==> src/cam_cfg.svh <==
`ifndef CAM_CFG_SVH
`define CAM_CFG_SVH

// Settling time of the sensor after reset, in clk cycles
`define CAM_POWERUP_CYCLES 1000000

// Register table size
`define CAM_REG_NUM 48
`define CAM_IDX_W 6

// SCCB device address with the write bit
`define CAM_DEV_WR_ID 8'h78

// One bus transfer carries one byte
`define CAM_BYTE_W 8

`endif

==> src/cam_pkg.sv <==
`default_nettype none
`include "cam_cfg.svh"

package cam_pkg;

    typedef enum logic [1:0] {
        ST_WAIT  = 2'd0, // Power-up settling
        ST_IDLE  = 2'd1,
        ST_WREQ  = 2'd2, // Issue one byte request
        ST_WRITE = 2'd3  // Byte outstanding at the master
    } seq_state_t;

    typedef struct packed {
        logic stop;
        logic start;
        logic read;      // Master supports it, never set here
        logic write;
    } sccb_cmd_t;

    typedef struct packed {
        sccb_cmd_t              cmd;
        logic [`CAM_BYTE_W-1:0] data;
    } sccb_xfer_t;

    typedef struct packed {
        logic [2*`CAM_BYTE_W-1:0] addr; // Sensor register address
        logic [`CAM_BYTE_W-1:0]   value;
    } reg_entry_t;

endpackage

`default_nettype wire

==> src/cam_reg_rom.sv <==
`default_nettype none
`include "cam_cfg.svh"

module cam_reg_rom
    import cam_pkg::*;
(
    input  logic [`CAM_IDX_W-1:0] idx,
    output reg_entry_t            entry
);

    // 24 MHz input clock, PLL setup and 1280x720 DVP output
    always_comb begin
        case (idx)
            6'd0  : entry = 24'h3103_11; // Clock from pad
            6'd1  : entry = 24'h3008_82; // Software reset
            6'd2  : entry = 24'h3008_42; // Software power down
            6'd3  : entry = 24'h3103_03; // Clock from PLL
            6'd4  : entry = 24'h3017_ff; // Sync and high data pins enabled
            6'd5  : entry = 24'h3018_ff; // Low data pins enabled
            6'd6  : entry = 24'h3034_1a;
            6'd7  : entry = 24'h3037_13; // PLL root and pre-divider
            6'd8  : entry = 24'h3108_01; // PCLK and SCLK dividers
            6'd9  : entry = 24'h302d_60; // System control
            6'd10 : entry = 24'h3810_00; // H offset high
            6'd11 : entry = 24'h3811_10; // H offset low
            6'd12 : entry = 24'h3812_00; // V offset high
            6'd13 : entry = 24'h3000_00; // Enable blocks
            6'd14 : entry = 24'h3004_ff; // Enable clocks
            6'd15 : entry = 24'h300e_58; // DVP on, MIPI off
            6'd16 : entry = 24'h302e_00;
            6'd17 : entry = 24'h4300_61; // RGB565 output
            6'd18 : entry = 24'h501f_01; // ISP format RGB
            6'd19 : entry = 24'h440e_00;
            6'd20 : entry = 24'h3008_02; // Wake up from standby
            6'd21 : entry = 24'h3035_21; // PLL
            6'd22 : entry = 24'h3036_69; // PLL multiplier
            6'd23 : entry = 24'h3820_47; // Flip
            6'd24 : entry = 24'h3821_01; // No mirror
            6'd25 : entry = 24'h3814_31; // X increment
            6'd26 : entry = 24'h3815_31; // Y increment
            6'd27 : entry = 24'h3800_00; // H start
            6'd28 : entry = 24'h3801_00;
            6'd29 : entry = 24'h3802_00; // V start
            6'd30 : entry = 24'h3803_fa;
            6'd31 : entry = 24'h3804_0a; // H end
            6'd32 : entry = 24'h3805_3f;
            6'd33 : entry = 24'h3806_06; // V end
            6'd34 : entry = 24'h3807_a9;
            6'd35 : entry = 24'h3808_05; // Output width 1280
            6'd36 : entry = 24'h3809_00;
            6'd37 : entry = 24'h380a_02; // Output height 720
            6'd38 : entry = 24'h380b_d0;
            6'd39 : entry = 24'h380c_07; // Total line length
            6'd40 : entry = 24'h380d_64;
            6'd41 : entry = 24'h380e_02; // Total frame height
            6'd42 : entry = 24'h380f_e4;
            6'd43 : entry = 24'h3813_04; // V offset low
            6'd44 : entry = 24'h3824_04; // PCLK manual divider
            6'd45 : entry = 24'h4740_20; // VSYNC polarity
            6'd46 : entry = 24'h503d_00; // Test pattern off
            6'd47 : entry = 24'h4741_00;
            default: entry = '0;         // Past the end of the table
        endcase
    end

endmodule

`default_nettype wire

==> src/cam_power_wait.sv <==
`default_nettype none
`include "cam_cfg.svh"

module cam_power_wait #(
    parameter int POWERUP_CYCLES = `CAM_POWERUP_CYCLES
) (
    input  logic clk,
    input  logic rst_n,
    output logic ready
);

    localparam int CNT_W = (POWERUP_CYCLES > 1) ? $clog2(POWERUP_CYCLES) : 1;
    localparam logic [CNT_W-1:0] CNT_LAST = CNT_W'(POWERUP_CYCLES - 1);

    logic [CNT_W-1:0] cnt;
    logic             cnt_end;

    assign cnt_end = (cnt == CNT_LAST);

    always_ff @(posedge clk or negedge rst_n) begin
        if (!rst_n) begin
            cnt   <= '0;
            ready <= 1'b0;
        end else if (cnt_end) begin
            ready <= 1'b1;                 // Sticky until the next reset
        end else begin
            cnt   <= cnt + CNT_W'(1);      // Holds once the last count is hit
        end
    end

endmodule

`default_nettype wire

==> src/cam_config_seq.sv <==
`default_nettype none
`include "cam_cfg.svh"

module cam_config_seq
    import cam_pkg::*;
(
    input  logic                  clk,
    input  logic                  rst_n,
    input  logic                  ready,
    input  logic                  done,
    input  reg_entry_t            entry,
    output logic [`CAM_IDX_W-1:0] idx,
    output logic                  req,
    output sccb_xfer_t            xfer,
    output logic                  config_done
);

    localparam logic [`CAM_IDX_W-1:0] LAST_IDX = `CAM_IDX_W'(`CAM_REG_NUM - 1);

    seq_state_t state;
    seq_state_t state_n;
    logic [1:0] byte_cnt;       // Which of the four bytes of an entry
    logic       byte_done;
    logic       entry_done;
    logic       last_entry;
    sccb_xfer_t next_xfer;

    // Done only counts while a byte is outstanding
    assign byte_done  = (state == ST_WRITE) && done;
    assign entry_done = byte_done && (byte_cnt == 2'd3);
    assign last_entry = (idx == LAST_IDX);

    always_ff @(posedge clk or negedge rst_n) begin
        if (!rst_n) begin
            state <= ST_WAIT;
        end else begin
            state <= state_n;
        end
    end

    always_comb begin
        state_n = state;
        case (state)
            ST_WAIT: begin
                if (ready) begin
                    state_n = ST_IDLE;
                end
            end
            ST_IDLE: begin
                if (!config_done) begin
                    state_n = ST_WREQ;     // Parks here once the table is done
                end
            end
            ST_WREQ: begin
                state_n = ST_WRITE;
            end
            ST_WRITE: begin
                if (entry_done) begin
                    state_n = ST_IDLE;
                end else if (byte_done) begin
                    state_n = ST_WREQ;
                end
            end
            default: state_n = ST_WAIT;
        endcase
    end

    always_ff @(posedge clk or negedge rst_n) begin
        if (!rst_n) begin
            byte_cnt <= 2'd0;
        end else if (byte_done) begin
            byte_cnt <= byte_cnt + 2'd1;   // Wraps to 0 after the data byte
        end
    end

    always_ff @(posedge clk or negedge rst_n) begin
        if (!rst_n) begin
            idx         <= '0;
            config_done <= 1'b0;
        end else if (entry_done) begin
            if (last_entry) begin
                config_done <= 1'b1;
            end else begin
                idx <= idx + `CAM_IDX_W'(1);
            end
        end
    end

    // Frame the current entry byte by byte
    always_comb begin
        next_xfer           = '0;
        next_xfer.cmd.write = 1'b1;
        case (byte_cnt)
            2'd0: begin
                next_xfer.cmd.start = 1'b1;
                next_xfer.data      = `CAM_DEV_WR_ID;
            end
            2'd1: next_xfer.data = entry.addr[2*`CAM_BYTE_W-1:`CAM_BYTE_W];
            2'd2: next_xfer.data = entry.addr[`CAM_BYTE_W-1:0];
            default: begin
                next_xfer.cmd.stop = 1'b1;
                next_xfer.data     = entry.value;
            end
        endcase
    end

    // One-cycle request, payload is zero outside it
    always_ff @(posedge clk or negedge rst_n) begin
        if (!rst_n) begin
            req  <= 1'b0;
            xfer <= '0;
        end else if (state == ST_WREQ) begin
            req  <= 1'b1;
            xfer <= next_xfer;
        end else begin
            req  <= 1'b0;
            xfer <= '0;
        end
    end

endmodule

`default_nettype wire

==> src/cam_config.sv <==
`default_nettype none
`include "cam_cfg.svh"

module cam_config
    import cam_pkg::*;
(
    input  logic       clk,
    input  logic       rst_n,
    input  logic       done,        // From the SCCB byte master
    output logic       req,
    output sccb_xfer_t xfer,
    output logic       config_done
);

    logic                  ready;
    logic [`CAM_IDX_W-1:0] idx;
    reg_entry_t            entry;

    cam_power_wait u_power_wait (
        .clk   (clk),
        .rst_n (rst_n),
        .ready (ready)
    );

    cam_config_seq u_seq (
        .clk         (clk),
        .rst_n       (rst_n),
        .ready       (ready),
        .done        (done),
        .entry       (entry),
        .idx         (idx),
        .req         (req),
        .xfer        (xfer),
        .config_done (config_done)
    );

    cam_reg_rom u_rom (
        .idx   (idx),
        .entry (entry)
    );

endmodule

`default_nettype wire

==> config.mk <==
export PLATFORM = sky130hd
export DESIGN_NAME = cam_config
export DESIGN_NICKNAME = d
export VERILOG_FILES = /design/src/cam_pkg.sv /design/src/cam_reg_rom.sv /design/src/cam_power_wait.sv /design/src/cam_config_seq.sv /design/src/cam_config.sv
export VERILOG_INCLUDE_DIRS = /design/src
export SDC_FILE = /design/constraint.sdc
export NUM_CORES = 1
export LEC_CHECK = 0
export BUFFER_PORTS_ARGS = -buffer_cell sky130_fd_sc_hd__clkbuf_2
export CELL_PAD_IN_SITES_DETAIL_PLACEMENT = 2
export CELL_PAD_IN_SITES_GLOBAL_PLACEMENT = 2
export CORE_UTILIZATION = 25
export CTS_CLUSTER_DIAMETER = 30
export CTS_CLUSTER_SIZE = 8
export DETAILED_ROUTE_END_ITERATION = 12
export PLACE_DENSITY = 0.64
export SLEW_MARGIN = 20
export SYNTH_ARGS = -nofsm -noshare
export SYNTH_HDL_FRONTEND = slang
export SYNTH_HIERARCHICAL = 1
export SYNTH_SLANG_ARGS = --single-unit
==> constraint.sdc <==
create_clock -name clk -period 3.05 [get_ports clk]
set_input_delay 0.4575 -clock clk [delete_from_list [all_inputs] [get_ports clk]]
set_output_delay 0.4575 -clock clk [all_outputs]
set_load 0.05 [all_outputs]
==> results.py, run 1 <==
metrics = {
    "layout": {
        "drive_above_1_share_pct": 13.3,
        "area_delta_synth_final_pct": 12.9,
        "final_cell_area_sq_um": 3630,
        "fin_cells": 556,
        "final_cell_mix": "dfrtp_1 (43), nand2_1 (35), nor2_1 (30)",
        "num_antenna_cells": 0,
        "nets": 401,
        "layout_commonest_cell": "dfrtp_1",
    },
    "power": {
        "seqPwrFrac_pct": 22.7,
        "comb_power_share_pct": 58.6,
        "finalPower_mw": 3.48,
        "ir_worst_vdd_mv": 0.268,
        "sw_frac_of_total_pct": 48.9,
        "powerDensity_nw_per_um2": 957,
        "p_sw_mw": 1.70,
        "p_leak_nw": 1.57,
        "internal-power_mw": 1.78,
        "power.share.clock_pct": 18.7,
    },
    "global_routing": {
        "grt_pass1_wl_um": 17100,
        "grt_pass1_vias": 3040,
        "overflow": 0,
        "grt_usage_pct": 16.8,
        "grt_max_degree": 44,
        "antenna_found_initial": 0,
    },
    "setup_path": {
        "crit_buf_inv": 1,
        "timing.rr.end": "u_seq/xfer[2]",
        "cp.arrival_ps": 2760,
        "crit_family": "compound AO/OA/AOI/OAI gates",
        "crit_path_top_delay_cell": "dfrtp_1",
        "crit_path_max_incr_delay_ps": 740,
        "crit_type": "flop to flop",
        "r2r_cells": 6,
        "crit_chain": "inv_1, a2111oi_0, o21ai_0, nand3_1, a221oi_1, nor3_1",
        "rrSetupSlack_ps": 480,
        "startpoint_type": "flop",
        "worstPathMaxFanout": 20,
        "critPathCaptureType": "flop",
        "timing.rr.start": "u_seq/idx[3]",
        "crit_required_ps": 3240,
    },
    "routing": {
        "wl_met1_um": 5000,
        "first_pass_iters": 5,
        "ant_nets": 0,
        "dr_wl_met2_um": 5170,
        "wirelength_um": 10600,
        "wl_per_cell_um": 19.0,
        "drtIter0Drc": 130,
        "via_count": 2886,
        "wl_met3_um": 312,
        "drc": 0,
        "routed_via_density": 5.19,
        "routed.top_layer": "met4",
    },
    "synth": {
        "synth_area_per_cell_sq_um": 8.54,
        "yosysWarnings": 6,
        "synth_top_cell_area_share_pct": 33.4,
        "synth_edf_count": 0,
        "ys_async_sr_fraction_pct": 100,
        "yosysUniqueCellTypes": 65,
        "ys_seq_area_share_pct": 33.4,
        "ys_ff_latch": 43,
        "synth_area_sq_um": 3220,
        "synth_top_area_cell": "dfrtp_1",
        "ys_top_cells_by_area": "dfrtp_1 (33%), ha_1 (5.8%), nand2_1 (4.1%)",
        "synth_flop_cell": "dfrtp_1",
        "synth_cells": 377,
    },
    "clock_network": {
        "root_buffer": "clkbuf_16",
        "cts_buffers": 5,
        "cts_tree": "yes",
        "clkLatencyLatePin_ps": 290,
        "clock-sinks": 43,
        "htreeDepth": 2,
        "cts_hold_buf": 0,
        "clock_path_buffers": 2,
        "clk_pin_slew_worst_paths_ps": 70,
        "cts-resized-gates": 0,
        "post_cts_buffers": 0,
    },
    "floorplanning": {
        "ioPinCount": 17,
        "initial_core_util_pct": 25.6,
        "dieArea_sq_um": 13300,
        "die_w_um": 116,
        "num_rows": 41,
        "die-height_um": 116,
        "coreArea_sq_um": 12600,
    },
    "timing": {
        "drv_slew": 0,
        "slew_headroom_pct": 40.4,
        "tightest_slew_ps": 885,
        "fin_ws_ps": 480,
        "rsz0062_at_grt": "no",
        "max_clock_freq_mhz": 389,
        "fin_skew_ps": 5.95,
        "fin_crit_ps": 2570,
        "setup_viol": 0,
        "fin_tns_setup_ps": 0,
        "finalCritPeriodShare_pct": 84.3,
        "finalHoldViolations": 0,
    },
    "flow_run": {
        "cap_violations": 0,
    },
    "placement": {
        "pre_cts_ws_ps": 539,
        "portBuffers": 15,
        "placed_area_sq_um": 3460,
        "hpwl_um": 7690,
        "place_congestion": 0.899,
        "dp_cells": 548,
    },
    "run_status": {
        "outcome": "complete, no violations",
    },
    "min_path": {
        "min_path_type": "input port to async pin",
    },
}
-- flip-flops by register name (all words and copies together) (netlist names) --
name                cells
u_power_wait/cnt       20
u_seq/xfer             10
u_seq/idx               6
u_seq/byte_cnt          2
u_seq/state             2
u_power_wait/ready      1
u_seq/config_done       1
u_seq/req               1
-- worst max-delay path by stage --
stage,startpoint,endpoint,slack (ps),cells past startpoint
global route,u_seq/idx[3],u_seq/xfer[2],310,6
floorplan,u_seq/idx[1],u_seq/xfer[4],680,11
detailed placement,u_seq/idx[3],u_seq/xfer[2],540,6
finish,u_seq/idx[3],u_seq/xfer[2],480,6
CTS,u_seq/idx[3],u_seq/xfer[2],500,6
global placement,u_seq/idx[3],u_seq/xfer[2],540,6
-- worst reg2reg max path, delay by kind of cell, from the launching register on --
family          cells  cell delay (ps)
simple gates        2              330
buf+inv             1              400
compound gates      3             1010
flops               1              740
-- final cells by class --
type / count / area, sq um
Inverter: 12 / 45.0
Clock inverter: 2 / 38.8
Tap cell: 172 / 215
Multi-Input combinational cell: 294 / 1950
Sequential cell: 43 / 1080
Fill cell: 1468 / 8930
Clock buffer: 6 / 139
Timing Repair Buffer: 27 / 168
-- power groups by stage --
stage,clock network [mW],logic [mW],registers [mW]
after detailed placement,0,2.02,0.800
final,0.650,2.04,0.789
after global routing,0.689,2.22,0.806
after global placement,0,1.98,0.794
after floorplan,0,1.23,0.982
after CTS,0.671,2.04,0.792
-- logic make-up (layout without fill, tap and decap cells) --
| family | after synthesis | after routing | share of synthesized area, % |
|---|---|---|---|
| muxes | 8 | 8 | 2.80 |
| buffers and inverters | 41 | 47 | 6.06 |
| other | 2 | 3 | 0.233 |
| DFF | 43 | 43 | 33.4 |
| xor gates and xnor gates | 18 | 18 | 4.90 |
| adders and majority gates | 15 | 15 | 5.83 |
| AOI/OAI and AO/OA | 93 | 93 | 20.7 |
| and+or+nand+nor | 157 | 157 | 26.1 |
-- per-stage QoR --
step                      hold slack [ps]  utilization, %
after floorplan                       162               -
after global placement                455            27.5
after detailed placement              459            27.5
after CTS                             227            28.9
after global routing                  249            28.9
final                                 204            28.9
-- synthesized netlist by cell type (all sizes together), types with 3 or more instances --
| cell | number |
|---|---|
| xnor2 | 11 |
| o31ai | 3 |
| o211ai | 3 |
| and4 | 5 |
| ha | 15 |
| nor3 | 8 |
| buf | 18 |
| nor4 | 3 |
| inv | 12 |
| clkbuf | 11 |
| mux2 | 5 |
| o21ai | 14 |
| xor2 | 7 |
| a221o | 5 |
| nand2 | 35 |
| nand4 | 6 |
| a211oi | 3 |
| dfrtp | 43 |
| a2111oi | 3 |
| a31o | 3 |
| a21o | 3 |
| nand2b | 15 |
| a21oi | 20 |
| nor2b | 15 |
| nand3 | 21 |
| a221oi | 7 |
| o22ai | 5 |
| nor2 | 30 |
| a31oi | 3 |
| and2 | 5 |
| mux2i | 3 |
-- metal layers --
metal  vias to the layer above  global-route usage [%]
li1                       1363                       -
met1                      1475                    22.4
met2                        44                    28.6
met3                         4                    2.04
met4                         0                    4.42
met5                         -                       0
No activity file was read; power rests on OpenSTA's default activity.
==> run 2, diff against run 1 <==
Settings changed: PLACE_DENSITY 0.64 to 0.67.
Clock period 3.05 ns to 2.27 ns, I/O delays scaled along.
==> results.py, run 2 (same netlist as run 1, synthesis figures left out) <==
metrics = {
    "clock_network": {
        "clock_path_buffers": 2,
        "root_buffer": "clkbuf_16",
        "clock-sinks": 43,
        "clk_pin_slew_worst_paths_ps": 70,
        "cts_hold_buf": 0,
        "cts_buffers": 5,
        "clkLatencyLatePin_ps": 290,
        "htreeDepth": 2,
        "cts_tree": "yes",
    },
    "layout": {
        "num_antenna_cells": 0,
        "final_cell_mix": "dfrtp_1 (43), nand2_1 (35), nor2_1 (29)",
        "largest_registers": "u_power_wait/cnt: 20 flops, u_seq/xfer: 10 flops, u_seq/idx: 6 flops",
        "largest_reg_flops": 20,
        "final_cell_area_sq_um": 3850,
        "layout_commonest_cell": "dfrtp_1",
        "nets": 418,
        "regMostFlops": "u_power_wait/cnt",
        "drive_above_1_share_pct": 19.5,
        "area_delta_synth_final_pct": 19.7,
    },
    "global_routing": {
        "grt_usage_pct": 17.8,
        "grt_pass1_wl_um": 18000,
        "overflow": 0,
        "antenna_found_initial": 0,
        "grt_pass1_vias": 3194,
        "grt_max_degree": 35,
    },
    "timing": {
        "whs_ps": 32.0,
        "setup_viol": 0,
        "max_clock_freq_mhz": 465,
        "finalHoldViolations": 0,
        "slew_headroom_pct": 61.0,
        "fin_tns_setup_ps": 0,
        "tightest_slew_ps": 586,
        "fin_ws_ps": 120,
        "finalCritPeriodShare_pct": 94.7,
        "fin_skew_ps": 7.83,
        "rsz0062_at_grt": "no",
        "drv_slew": 0,
        "fin_crit_ps": 2150,
    },
    "placement": {
        "hpwl_um": 8310,
        "place_congestion": 0.930,
        "placed_area_sq_um": 3660,
        "portBuffers": 15,
        "pre_cts_ws_ps": -121,
    },
    "setup_path": {
        "worstPathMaxFanout": 5,
        "crit_required_ps": 2420,
        "startpoint_type": "flop",
        "crit_type": "flop to flop",
        "critPathCaptureType": "flop",
        "cp.arrival_ps": 2300,
    },
    "routing": {
        "drc": 0,
        "first_pass_iters": 4,
        "wl_per_cell_um": 19.5,
        "drtIter0Drc": 147,
        "routed_via_density": 5.17,
        "ant_nets": 0,
        "via_count": 2963,
        "wirelength_um": 11100,
    },
    "floorplanning": {
        "die-height_um": 116,
        "dieArea_sq_um": 13300,
        "ioPinCount": 17,
        "coreArea_sq_um": 12600,
        "num_rows": 41,
        "die_w_um": 116,
        "initial_core_util_pct": 25.6,
    },
    "power": {
        "finalPower_mw": 4.94,
        "p_leak_nw": 1.67,
        "ir_worst_vdd_mv": 0.359,
        "powerDensity_nw_per_um2": 1280,
    },
    "run_status": {
        "outcome": "complete, no violations",
    },
    "min_path": {
        "min_path_type": "input port to async pin",
    },
    "flow_run": {
        "cap_violations": 0,
    },
}
## run 2: changes by cell type in the layout (fill, tap and decap cells not counted), sizes merged
cell      before  now
clkbuf        21   20
buf           12   29
bufinv         1    0
clkinvlp       0    1
clkinv         0    1
## run 2: layout make-up
| type | count | area (sq um) |
|---|---|---|
| Timing Repair Buffer | 44 | 368 |
| Clock inverter | 3 | 26.3 |
| Sequential cell | 43 | 1080 |
| Clock buffer | 5 | 125 |
| Tap cell | 172 | 215 |
| Multi-Input combinational cell | 294 | 2000 |
| Inverter | 12 | 48.8 |
| Fill cell | 1406 | 8710 |
## run 2: power breakdown
part           internal (mW)  switching (mW)
Sequential             0.907           0.128
Combinational           1.19            1.97
Clock                  0.418           0.329
Total                   2.51            2.43
## run 2: worst max-delay path: stages (launching register included)
cell and delay (ps):
dfrtp_1 420, inv_2 110, buf_4 130, ha_2 230, nand2b_4 100, and4_1 210
a311oi_1 230, nand3_1 220, a221oi_2 290, nor3_1 70
## run 2: path summary, 6_finish.rpt
check	slack, ps	from	to	cells past startpoint
min in group clk	340	done	u_seq/state[0]	2
setup / recovery	120	u_seq/idx[1]	u_seq/xfer[0]	9
hold / removal	30	rst_n	u_power_wait/cnt[17]	2
hold reg to reg	460	u_power_wait/cnt[19]	u_power_wait/cnt[19]	1
setup reg to reg	120	u_seq/idx[1]	u_seq/xfer[0]	9
max in group asynchronous	1990	rst_n	u_power_wait/cnt[5]	2
## run 2: metrics by stage
step | util, % | instances
global placement | 29.1 | 565
global route | 30.7 | 573
finish | 30.7 | 573
detailed placement | 29.1 | 565
CTS | 30.5 | 573
floorplan | - | 378
## run 2: what timing repair did
item                                    CTS  global route
endpoints found under the setup margin    2             6
hold endpoints to repair                  0             0
resized for setup                         4             8
pin swaps                                 1             1
buffers inserted                          0             0
## run 2: metal layers
layer / part of all wire [%] / vias to the layer above / GRT usage (%) / wire, um
met2: 48 / 47 / 29.4 / 5370
met3: 4.0 / 8 / 2.35 / 445
met1: 47 / 1508 / 24.2 / 5200
met5: 0 / - / 0 / 0
met4: 1.1 / 0 / 4.76 / 125
li1: - / 1400 / - / -
==> run 3, diff against run 2 <==
Settings changed: ABC_AREA set to 1, PLACE_DENSITY 0.67 to 0.71.
==> results.py, run 3 <==
metrics = {
    "routing": {
        "first_pass_iters": 4,
        "ant_nets": 0,
        "via_count": 3372,
        "drc": 0,
        "wirelength_um": 12500,
        "wl_per_cell_um": 18.4,
        "routed_via_density": 4.94,
        "drtIter0Drc": 181,
    },
    "timing": {
        "drv_slew": 0,
        "fin_ws_ps": 192,
        "setup_viol": 0,
        "fin_skew_ps": 4.89,
        "rsz0062_at_grt": "no",
        "finalHoldViolations": 0,
        "fin_crit_ps": 2080,
        "whs_ps": 108,
        "slew_headroom_pct": 50.4,
        "finalCritPeriodShare_pct": 91.5,
        "tightest_slew_ps": 745,
        "max_clock_freq_mhz": 481,
        "fin_tns_setup_ps": 0,
    },
    "floorplanning": {
        "num_rows": 41,
        "coreArea_sq_um": 12800,
        "initial_core_util_pct": 26.0,
        "die_w_um": 117,
        "ioPinCount": 17,
        "dieArea_sq_um": 13800,
        "die-height_um": 117,
    },
    "layout": {
        "largest_registers": "u_power_wait/cnt: 20 flops, u_seq/xfer: 10 flops, u_seq/idx: 6 flops",
        "final_cell_mix": "nand2_1 (162), nor2_1 (57), nand3_1 (44)",
        "layout_commonest_cell": "nand2_1",
        "num_antenna_cells": 0,
        "area_delta_synth_final_pct": 12.6,
        "nets": 527,
        "final_cell_area_sq_um": 3750,
        "fin_cells": 682,
        "drive_above_1_share_pct": 13.3,
        "largest_reg_flops": 20,
        "regMostFlops": "u_power_wait/cnt",
    },
    "global_routing": {
        "grt_usage_pct": 19.0,
        "grt_pass1_vias": 3704,
        "grt_pass1_wl_um": 20400,
        "overflow": 0,
        "grt_max_degree": 28,
        "antenna_found_initial": 0,
    },
    "placement": {
        "portBuffers": 15,
        "dp_cells": 674,
        "hpwl_um": 9920,
        "place_congestion": 0.919,
        "pre_cts_ws_ps": 238,
        "placed_area_sq_um": 3610,
    },
    "synth": {
        "synth_top_area_cell": "dfrtp_1",
        "ys_ff_latch": 43,
        "synth_flop_cell": "dfrtp_1",
        "synth_cells": 491,
        "synth_edf_count": 0,
        "yosys-top-cells-count": "nand2_1 (162), nor2_1 (57), nand3_1 (44), dfrtp_1 (43), inv_1 (34)",
        "synth_area_sq_um": 3330,
        "synth_top_cell_area_share_pct": 32.3,
        "yosysWarnings": 6,
        "synth_area_per_cell_sq_um": 6.78,
        "yosysUniqueCellTypes": 39,
        "ys_async_sr_fraction_pct": 100,
        "yosys.cell_count.top_type": "nand2_1",
        "ys_top_cells_by_area": "dfrtp_1 (32%), nand2_1 (18%), nand3_1 (6.6%)",
        "ys_seq_area_share_pct": 32.3,
    },
    "setup_path": {
        "cp.arrival_ps": 2270,
        "worstPathMaxFanout": 8,
        "rrSetupSlack_ps": 190,
        "crit_type": "flop to flop",
        "startpoint_type": "flop",
        "crit_required_ps": 2460,
        "crit_start": "u_seq/idx[1]",
        "timing.rr.start": "u_seq/idx[1]",
        "r2r_cells": 8,
        "critPathCaptureType": "flop",
        "setup.worst_path.end": "u_seq/xfer[4]",
        "timing.rr.end": "u_seq/xfer[4]",
    },
    "clock_network": {
        "htreeDepth": 2,
        "clock-sinks": 43,
        "clkLatencyLatePin_ps": 280,
        "cts_tree": "yes",
        "cts-resized-gates": 0,
        "clk_pin_slew_worst_paths_ps": 60,
        "cts_hold_buf": 0,
        "clock_path_buffers": 2,
        "post_cts_buffers": 0,
        "cts_buffers": 5,
        "root_buffer": "clkbuf_16",
    },
    "power": {
        "p_leak_nw": 1.74,
        "powerDensity_nw_per_um2": 1080,
        "ir_worst_vdd_mv": 0.280,
    },
    "flow_run": {
        "cap_violations": 0,
    },
    "run_status": {
        "outcome": "complete, no violations",
    },
    "min_path": {
        "min_path_type": "input port to async pin",
    },
}
==> run 3: critical path, stage by stage (launching register included) <==
cell and delay [ps]:
dfrtp_1 470, inv_1 180, ha_1 410, nand2_1 180
a21oi_1 260, nand2_1 80, nand3_1 100, o21ai_0 90
a31oi_1 210
==> run 3: where the power goes <==
group	internal, mW	switching (mW)	leakage, nW	total (mW)
Clock	0.406	0.297	0.0669	0.703
Sequential	0.896	0.122	0.565	1.02
Combinational	0.629	1.69	1.11	2.32
==> run 3: how the worst min path moves through the flow <==
| stage | slack, ps | end | from | cells after the start |
|---|---|---|---|---|
| 6_report | 110 | u_seq/req | rst_n | 1 |
| 5_1_grt | 150 | u_seq/xfer[6] | rst_n | 1 |
| 4_1_cts | 140 | u_seq/req | rst_n | 1 |
| 3_5_place_dp | 440 | u_seq/req | rst_n | 1 |
| 3_3_place_gp | 430 | u_seq/xfer[7] | rst_n | 1 |
| 2_1_floorplan | 40 | u_power_wait/cnt[0] | rst_n | 0 |
==> run 3: layout make-up <==
| type | instances | area, sq um |
|---|---|---|
| Tap cell | 172 | 215 |
| Timing Repair Buffer | 26 | 158 |
| Multi-Input combinational cell | 393 | 2000 |
| Fill cell | 1584 | 9080 |
| Inverter | 40 | 155 |
| Clock buffer | 6 | 129 |
| Sequential cell | 43 | 1080 |
| Clock inverter | 2 | 12.5 |
==> run 3: cell families (layout without fill, tap and decap cells) <==
kind of cell | count (synthesis) | count (layout) | share of synthesized area, %
other | 2 | 3 | 0.226
adder cells (fa/ha/maj) | 15 | 15 | 5.64
flip-flops | 43 | 43 | 32.3
AND/OR/NAND/NOR | 301 | 301 | 40.4
buffers and inverters | 56 | 74 | 7.63
XOR/XNOR | 15 | 15 | 3.95
AO/OA/AOI/OAI | 59 | 59 | 9.81
==> run 3: per-layer routing <==
layer / global-route usage [%] / up-vias / part of all wire [%]
met5: 0 / - / 0
met4: 8.93 / 0 / 4.0
met3: 3.26 / 31 / 3.9
met2: 30.7 / 75 / 47
met1: 24.5 / 1673 / 45
li1: - / 1593 / -
==> run 3: per-stage QoR <==
stage	power [mW]	util, %
after floorplan	2.58	-
after global placement	3.28	28.1
after detailed placement	3.35	28.1
after CTS	4.08	29.2
after global routing	4.37	29.2
final	4.04	29.2
